File: src/rtl/shared_bus_pkg.sv
package shared_bus_pkg;

    localparam int num_devices = 8;
    localparam int bus_width   = 32;

    // Control word as seen on ctrl_in and ctrl_out
    typedef struct packed {
        logic [2:0] reserved;
        logic [2:0] burst;
        logic       we;
        logic       wait_flag;
    } ctrl_word_t;

    typedef logic [bus_width-1:0]   bus_word_t;
    typedef logic [num_devices-1:0] dev_mask_t;

    // One 16 MB window per device, placed at multiples of 256 MB
    localparam bus_word_t region_base [num_devices] = '{
        32'h0000_0000,
        32'h1000_0000,
        32'h2000_0000,
        32'h3000_0000,
        32'h4000_0000,
        32'h5000_0000,
        32'h6000_0000,
        32'h7000_0000
    };

    // Bits kept as the physical address inside a window
    localparam bus_word_t region_mask [num_devices] = '{default: 32'h00FF_FFFF};

    // Transaction sequence
    typedef enum logic [2:0] {
        st_idle,
        st_grant,
        st_addr,
        st_target_ack,
        st_data,
        st_release
    } bus_state_t;

endpackage

File: src/rtl/bus_arbiter.sv
`timescale 1ns/1ps

module bus_arbiter import shared_bus_pkg::*; (
    input  logic      clk,
    input  logic      arst_n,
    input  logic      en,
    input  dev_mask_t req,
    output dev_mask_t grant
);

    dev_mask_t pick;

    // Lowest set bit of req or zero when nobody requests
    always_comb begin
        pick = req & (~req + dev_mask_t'(1));
    end

    // Grant only moves while enabled, so it stays put for a whole transaction
    always_ff @(posedge clk or negedge arst_n) begin
        if (!arst_n) begin
            grant <= '0;
        end else if (en) begin
            grant <= pick;
        end
    end

    // A freshly loaded grant must come from a device that was requesting
    assert property (@(posedge clk) disable iff (!arst_n)
        en |=> (grant & ~$past(req)) == '0)
        else $error("bus_arbiter: grant given to a device without req");

endmodule

File: src/rtl/address_translator.sv
`timescale 1ns/1ps

module address_translator import shared_bus_pkg::*; (
    input  bus_word_t vaddr,
    output dev_mask_t target,
    output bus_word_t paddr
);

    // Walk from the top down so the lowest matching index is the last one written
    always_comb begin
        target = '0;
        paddr  = '0;
        for (int i = num_devices - 1; i >= 0; i--) begin
            if ((vaddr & ~region_mask[i]) == region_base[i]) begin
                target = dev_mask_t'(1) << i;
                // Base bits dropped, offset within the window kept
                paddr  = vaddr & region_mask[i];
            end
        end
    end

    // Overlapping windows must still yield a single target
    always_comb begin
        assert final ($onehot0(target))
            else $error("address_translator: several targets for one address");
    end

endmodule

File: src/rtl/onehot_mux.sv
`timescale 1ns/1ps

module onehot_mux import shared_bus_pkg::*; #(
    parameter type payload_t = bus_word_t
) (
    input  dev_mask_t                      sel,
    input  payload_t [num_devices-1:0]     in,
    output payload_t                       out
);

    // AND-OR selection, zero when no bit is set
    always_comb begin
        out = '0;
        for (int i = 0; i < num_devices; i++) begin
            if (sel[i]) begin
                out = out | in[i];
            end
        end
    end

    // Two selected sources would be ORed into garbage
    always_comb begin
        assert final ($onehot0(sel))
            else $error("onehot_mux: select has more than one bit set");
    end

endmodule

File: src/rtl/bus_output_stage.sv
`timescale 1ns/1ps

module bus_output_stage import shared_bus_pkg::*; (
    input  logic       clk,
    input  logic       arst_n,
    input  logic       use_paddr,
    input  logic       hold,
    input  logic       force_ctrl,
    input  bus_word_t  sel_word,
    input  bus_word_t  paddr,
    input  ctrl_word_t sel_ctrl,
    input  logic       xfer_we,
    input  logic [2:0] xfer_burst,
    output bus_word_t  bus_out,
    output ctrl_word_t ctrl_out
);

    // Last cycle's bus value, replayed while the target is notified
    bus_word_t held_word;

    always_ff @(posedge clk or negedge arst_n) begin
        if (!arst_n) begin
            held_word <= '0;
        end else begin
            held_word <= bus_out;
        end
    end

    always_comb begin
        if (hold) begin
            bus_out = held_word;
        end else if (use_paddr) begin
            bus_out = paddr;
        end else begin
            bus_out = sel_word;
        end
    end

    // Target notice word: wait set, transfer direction and burst from the master
    always_comb begin
        ctrl_out = sel_ctrl;
        if (force_ctrl) begin
            ctrl_out.reserved  = '0;
            ctrl_out.burst     = xfer_burst;
            ctrl_out.we        = xfer_we;
            ctrl_out.wait_flag = 1'b1;
        end
    end

endmodule

File: src/rtl/bus_controller.sv
`timescale 1ns/1ps

module bus_controller import shared_bus_pkg::*; (
    input  logic                         clk,
    input  logic                         arst_n,
    input  dev_mask_t                    req,
    input  ctrl_word_t [num_devices-1:0] ctrl_in,
    input  bus_word_t  [num_devices-1:0] bus_in,
    output dev_mask_t                    ack,
    output ctrl_word_t                   ctrl_out,
    output bus_word_t                    bus_out
);

    bus_state_t state_q;
    bus_state_t state_d;

    dev_mask_t  grant;
    dev_mask_t  target_hit;
    dev_mask_t  target_q;
    dev_mask_t  bus_sel;
    bus_word_t  bus_word_sel;
    bus_word_t  paddr;
    ctrl_word_t ctrl_sel;

    logic       arb_en;
    logic       use_paddr;
    logic       hold;
    logic       force_ctrl;
    logic       xfer_we;
    logic [2:0] xfer_burst;

    bus_arbiter i_arbiter (
        .clk    (clk),
        .arst_n (arst_n),
        .en     (arb_en),
        .req    (req),
        .grant  (grant)
    );

    // Master's word, or the target's during a read data phase
    onehot_mux #(.payload_t(bus_word_t)) i_bus_mux (
        .sel (bus_sel),
        .in  (bus_in),
        .out (bus_word_sel)
    );

    onehot_mux #(.payload_t(ctrl_word_t)) i_ctrl_mux (
        .sel (ack),
        .in  (ctrl_in),
        .out (ctrl_sel)
    );

    address_translator i_translator (
        .vaddr  (bus_word_sel),
        .target (target_hit),
        .paddr  (paddr)
    );

    bus_output_stage i_output_stage (
        .clk        (clk),
        .arst_n     (arst_n),
        .use_paddr  (use_paddr),
        .hold       (hold),
        .force_ctrl (force_ctrl),
        .sel_word   (bus_word_sel),
        .paddr      (paddr),
        .sel_ctrl   (ctrl_sel),
        .xfer_we    (xfer_we),
        .xfer_burst (xfer_burst),
        .bus_out    (bus_out),
        .ctrl_out   (ctrl_out)
    );

    // Sequencing and strobes
    always_comb begin
        state_d    = state_q;
        ack        = '0;
        bus_sel    = grant;
        arb_en     = 1'b0;
        use_paddr  = 1'b0;
        hold       = 1'b0;
        force_ctrl = 1'b0;
        unique case (state_q)
            st_idle: begin
                arb_en = 1'b1;
                if (req != '0) begin
                    state_d = st_grant;
                end
            end
            st_grant: begin
                ack     = grant;
                state_d = st_addr;
            end
            st_addr: begin
                ack       = grant;
                use_paddr = 1'b1;
                // Miss ends the transaction without touching any target
                state_d   = (target_hit == '0) ? st_release : st_target_ack;
            end
            st_target_ack: begin
                ack        = target_q;
                hold       = 1'b1;
                force_ctrl = 1'b1;
                state_d    = st_data;
            end
            st_data: begin
                ack     = target_q;
                bus_sel = xfer_we ? grant : target_q;
                if ((req & grant) == '0) begin
                    state_d = st_release;
                end
            end
            st_release: begin
                arb_en  = 1'b1;
                state_d = (req != '0) ? st_grant : st_idle;
            end
        endcase
    end

    always_ff @(posedge clk or negedge arst_n) begin
        if (!arst_n) begin
            state_q  <= st_idle;
            target_q <= '0;
        end else begin
            state_q <= state_d;
            if (state_q == st_addr) begin
                target_q <= target_hit;
            end else if (state_q == st_release) begin
                target_q <= '0;
            end
        end
    end

    // Transfer attributes, taken from the master's own control word
    always_ff @(posedge clk) begin
        if (state_q == st_grant) begin
            xfer_burst <= ctrl_sel.burst;
        end
        if (state_q == st_addr) begin
            xfer_we <= ctrl_sel.we;
        end
    end

    // Grant and target come from different blocks, but only one may be acked
    assert property (@(posedge clk) disable iff (!arst_n) $onehot0(ack))
        else $error("bus_controller: ack has more than one bit set");

endmodule

File: config.mk
export PLATFORM = sky130hd
export DESIGN_NAME = bus_controller
export DESIGN_NICKNAME = d
export VERILOG_FILES = /design/src/rtl/shared_bus_pkg.sv /design/src/rtl/bus_arbiter.sv /design/src/rtl/address_translator.sv /design/src/rtl/onehot_mux.sv /design/src/rtl/bus_output_stage.sv /design/src/rtl/bus_controller.sv
export SDC_FILE = /design/constraint.sdc
export NUM_CORES = 1
export LEC_CHECK = 0
export BUFFER_PORTS_ARGS = -buffer_cell sky130_fd_sc_hd__buf_2
export CAP_MARGIN = 10
export CORE_AREA = 2 2 148 150
export CTS_CLUSTER_SIZE = 16
export DETAILED_ROUTE_END_ITERATION = 8
export DIE_AREA = 0 0 150 152
export SETUP_SLACK_MARGIN = 0.1
export SYNTH_ARGS = -nofsm -noshare
export SYNTH_HDL_FRONTEND = slang
export SYNTH_SLANG_ARGS = --single-unit
File: constraint.sdc
create_clock -name clk -period 7.74 [get_ports clk]
set_clock_uncertainty 0.2 [all_clocks]
set_input_delay 0.774 -clock clk [delete_from_list [all_inputs] [get_ports clk]]
set_output_delay 0.774 -clock clk [all_outputs]
set_load 0.03 [all_outputs]
Word-level counts from Yosys, hierarchy flattened
Cells that the tools add are included.

operators by class
  multipliers = 0
  divide/modulo/power cells = 0
  eq/ne operators = 14
  add/subtract/negate cells = 1
  reduce and logical (&&, ||, !) cells = 10
  bitwise gates (word level) = 17
  magnitude comparators = 0
  shift operators = 0
  muxes and demuxes = 48

operators with widths
  operator                                                                number
  32-bit 2-to-1 mux                                                       17
  32-bit OR                                                               7
  8-bit 2-to-1 mux                                                        21
  8-bit OR                                                                7
  8-bit by 7-bit equality test with 1-bit output (second input constant)  4
  32-bit zero test                                                        1
  24-bit 2-to-1 mux                                                       1
  3-bit one-hot mux with 6 select lines                                   1
  8-bit AND                                                               2
  8-bit by 6-bit equality test with 1-bit output (second input constant)  2
  8-bit zero test                                                         2
  8-bit one-hot mux with 2 select lines                                   1
  3-bit 2-to-1 mux                                                        3
  8-bit by 1-bit adder with 8-bit output (second input constant)          1
  8-bit by 5-bit equality test with 1-bit output (second input constant)  1
  8-bit inverter                                                          1
  8-bit nonzero test                                                      1
  3-bit by 2-bit equality test with 1-bit output (second input constant)  2
  3-bit equality test (second input constant)                             2
  2-bit OR reduction                                                      3
  1-bit 2-to-1 mux                                                        4
  2-bit != test (second input constant)                                   2
  3-bit by 1-bit equality test with 1-bit output (second input constant)  1
  3-bit zero test                                                         1
  other kinds (2)                                                         2

word-level totals
  memory bits (writable) = 0
  memories kept = 0
  bits in latches = 0
  bits of input ports = 330
  output and inout port bits = 48
  ROM bits = 0
  flip-flop bits (word level) = 55
  logic and storage cells = 96

Longest topological paths before layout
  word-level depth = 29
  gate-level depth with buffers = 10
  depth with buffers taken out = 6

Modules after synthesis
Synthesis repeated with hierarchy kept, for this count alone.

second synthesis, totals
  cells, all modules = 594
  area total of the unflattened synthesis = 5088.6 sq um

by module, submodules not included
  module                    cells each  sequential area each (sq um)  area an instance (sq um)  instances
  bus_output_stage          148         800.8                         1590.3                    1
  onehot_mux at i_bus_mux   184         0.0                           1318.8                    1
  bus_controller            124         395.4                         1063.5                    1
  onehot_mux at i_ctrl_mux  48          0.0                           416.6                     1
  bus_arbiter               35          200.2                         360.3                     1
  address_translator        55          0.0                           339.1                     1

Worst setup path after synthesis
Ideal clock, no wire load.

  path kind = register to output
  from = reg state_q[1]
  to = out bus_out[19]
  path buffers = 2
  cell stages (with the launch flop) = 9
  data required time = 6766 ps
  slack = 3750 ps
  arrival = 3016 ps
  cells stage by stage = dfrtp_1 buf_6 nor4b_4 buf_6 mux2_2 a2111o_1 nor4_4 a31oi_4 nor3_1

on the way
  longest elaborated chain between the ends = 28
  elaborated cells between the ends (all ways) = 39
  classes of those cells = eq/ne: 10; mux: 21; bitwise: 7; reduce/logical: 1

RTL lines
  item                                            RTL line                  RTL
  from (decl)                                     bus_controller.sv:14      bus_state_t state_q;
  from (signal assigned)                          bus_controller.sv:122     state_q <= st_idle;
  from (signal assigned)                          bus_controller.sv:125     state_q <= state_d;
  3-bit equality test                             bus_controller.sv:83      unique case (state_q)
  8-bit 2-to-1 mux                                bus_controller.sv:83
  32-bit 2-to-1 mux                               onehot_mux.sv:15          if (sel[i]) begin
  32-bit OR                                       onehot_mux.sv:16          out = out | in[i];
  32-bit 2-to-1 mux                               onehot_mux.sv:15
  32-bit OR                                       onehot_mux.sv:16
  32-bit 2-to-1 mux                               onehot_mux.sv:15
  32-bit OR                                       onehot_mux.sv:16
  (+6 left out)                                   -
  32-bit 2-to-1 mux                               onehot_mux.sv:15
  32-bit OR                                       onehot_mux.sv:16
  32-bit 2-to-1 mux                               onehot_mux.sv:15
  8-bit by 7-bit equality test with 1-bit output  address_translator.sv:14  if ((vaddr & ~region_mask[i]) == region_base[i]) begin
  24-bit 2-to-1 mux                               address_translator.sv:14
  32-bit 2-to-1 mux (7 in a row)                  address_translator.sv:14
  32-bit 2-to-1 mux                               bus_output_stage.sv:32    end else if (use_paddr) begin
  32-bit 2-to-1 mux (*)                           bus_output_stage.sv:30    if (hold) begin
  to (decl)                                       bus_controller.sv:11      output bus_word_t bus_out

Mark *: on every way between the ends. The rest lies on a longest branch, timed or not.

Final worst setup path
  from = reg state_q[2]
  to = out bus_out[20]

Same word-level chain as after synthesis.

==> flow_summary.yaml <==
route:
  drt-vias-per-instance: 5.405
  drc: 0
  vias: 6551
  wl_um: 28120
  wl_per_cell_um: 23.20
  ant_nets: 0
  drt-initial-drc-count: 535
  drtPass1Iterations: 6
sta:
  worstMarginPinSlew_ns: 1.120
  timing.final.crit_period_ns: 5.442
  hold_viol_final: 0
  slew_viol_final: 0
  fin_ws_ns: 2.298
  rsz0062_at_grt: "false"
  fin_crit_sh: 0.7031
  fmax_mhz: 183.8
  finalSetupViolCount: 0
  slew-limit-headroom: 0.2530
  fin_setup_tns_ns: 0
clocking:
  clk_pin_slew_ns: 0.09
  clk_path_buf_depth: 2
  cts_buffers: 5
  cts_hold_buf: 0
  cts_root_buffer: "clkbuf_16"
  htreeDepth: 2
  clk_latency_ns: 0.32
  cts_tree: "done"
  postCtsSetupBuffers: 0
  clkSinkCount: 55
  post_cts_resized: 0
yosys:
  synth_edf_count: 4
  synthArstFlopShare: 0.9273
  synth_seq_cells: 55
  synth-seq-area-share: 0.2899
  synth_cell_types: 48
  yosysWarnings: 0
  syn_inst: 575
  avgSynthCellArea_um2: 8.375
  synth_area_mm2: 0.004816
  synthesis.nets: 905
  ys.flop_type: "dfrtp_1"
setup_path:
  reg2reg_depth: 8
  worstPathCellList: "nor4b_4, buf_4, mux2_2, buf_4, a2111o_1, nor4_4, a31oi_4, nor3_1, buf_2"
  cp_data_arrival_time_ns: 4.47
  critPathCaptureType: "output port"
  critPathKind: "reg -> out"
  start_kind: "flip-flop"
  rrSetupSlack_ns: 3.53
  crit_path_max_incr_delay_ns: 0.64
  reg2reg_to: "i_output_stage.held_word[20]"
  r2r-start: "state_q[2]"
  cp-startpoint: "state_q[2]"
  crit_top_cell: "buf_4"
  cp.depth: 9
  cp_top_family: "simple AND/OR/NAND/NOR gates"
  crit_path_end: "bus_out[20]"
  cp_slowest_cell: "dfrtp_1"
  critical_path_required_ns: 6.77
  path_max_fanout: 35
  crit_buf_inv: 3
layout:
  drive_above_1_share: 0.4718
  final_nets: 1251
  fill_cells: 2348
  final_cell_mix: "buf_2, a22oi_1, nand2_1"
  final_common_cell: "buf_2"
  area_delta_synth_final_pct: 46.45
placed_design:
  dpl_worst_slack_ns: 2.599
  port_buffers: 377
  place_congestion: 0.9521
  place_hpwl_um: 22360
grt:
  gr-total-overflow: 0
  grt_pass1_wl_um: 39920
  first_global_vias: 6589
  antenna_found_initial: 13
  grtUsageTotal: 0.2347
  grt_max_degree: 52
min_path:
  hp-class: "reg -> reg"
power_and_ir_drop:
  ir_drop_v: 0.0003062
  power.density_mw_per_mm2: 377.5
  p_leak_nw: 3.263
die:
  ioPinCount: 378
  row_count: 54
  dieArea_mm2: 0.02280
  initial_core_util: 0.2256
  die_y_um: 152
  coreArea_mm2: 0.02135
  die_x_um: 150
run:
  drv_cap: 0
outcome:
  status: "completed"
==> through the flow <==
step	hold slack, ns	power (W)	cells	util	instance area [um^2]
floorplan	0.2784	0.001797	575	-	4816
global placement	0.2694	0.002404	1194	0.3220	6875
detailed placement	0.2774	0.002420	1194	0.3220	6875
CTS	0.2978	0.002678	1202	0.3292	7028
global route	0.3270	0.002837	1207	0.3298	7041
finish	0.2955	0.002663	1212	0.3303	7053
==> cell families (layout without fill, tap and decap cells) <==
group,count (synthesis),in the layout,share of synthesized area
multiplexers,42,42,0.09249
XOR/XNOR,2,2,0.003638
flip-flops,55,55,0.2899
AO/OA/AOI/OAI,205,205,0.3209
buffers and inverters,50,397,0.05352
AND/OR/NAND/NOR,221,221,0.2395
other,0,10,0
==> metal layers <==
layer	GRT usage	wire length, um	vias to the layer above	part of all wire
li1	-	-	2962	-
met4	0.06963	725	10	0.026
met2	0.4325	14520	449	0.52
met3	0.06186	2961	42	0.11
met1	0.2610	9844	3088	0.35
met5	0	70	-	0.0025
==> cells in the mapped netlist, drive strengths merged (5+ instances only) <==
cell type | instances | area [um^2]
buf | 14 | 122.6
clkbuf | 33 | 123.9
mux2 | 14 | 165.2
a31oi | 5 | 46.29
mux2i | 28 | 280.3
nand2 | 80 | 300.3
nor3 | 24 | 220.2
a22oi | 139 | 1044
o21ai | 21 | 105.1
nor2 | 60 | 225.2
nand4 | 33 | 206.5
a2111o | 8 | 90.09
nand2b | 5 | 31.28
dfrtp | 51 | 1276
o2bb2ai | 7 | 61.31
a21oi | 6 | 30.03
==> worst min path at each step <==
| stage | startpoint | end | slack, ns | cells past startpoint |
|---|---|---|---|---|
| after global placement | i_output_stage.held_word[31] | i_output_stage.held_word[31] | 0.27 | 2 |
| after CTS | i_output_stage.held_word[31] | i_output_stage.held_word[31] | 0.30 | 2 |
| after floorplan | arst_n | i_arbiter.grant[0] | 0.28 | 0 |
| after global routing | i_output_stage.held_word[25] | i_output_stage.held_word[25] | 0.33 | 2 |
| final | i_output_stage.held_word[27] | i_output_stage.held_word[27] | 0.30 | 2 |
| after detailed placement | i_output_stage.held_word[27] | i_output_stage.held_word[27] | 0.28 | 2 |
==> worst reg2reg max path: cells and delay by family (launching register included) <==
kind            cells  cell delay (ns)
simple gates        3             1.12
compound gates      2             1.00
buf+inv             2             0.75
flops               1             0.64
mux                 1             0.40
==> report_power, final <==
group          internal [W]  switching [W]  total (W)  leakage [nW]
sequential         0.000417      0.0000942   0.000512         0.685
combinational      0.000596        0.00130    0.00190          2.51
clock              0.000124       0.000132   0.000256        0.0720
==> area by class of cell <==
type | instances | area [um^2] | area share
Sequential cell | 55 | 1396 | 0.1980
Antenna cell | 10 | 25.02 | 0.003548
Clock buffer | 5 | 125.1 | 0.01774
Tap cell | 280 | 350.3 | 0.04967
Inverter | 3 | 11.26 | 0.001597
Multi-Input combinational cell | 470 | 3163 | 0.4485
Timing Repair Buffer | 386 | 1954 | 0.2771
Clock inverter | 3 | 27.53 | 0.003903
==> sequential cells by signal, summed over array words and instances (netlist names) <==
signal and flops:
i_output_stage.held_word 32, xfer_burst 3, target_q 8, state_q 3, xfer_we 1, i_arbiter.grant 8
No activity file was read; power rests on OpenSTA's default activity.
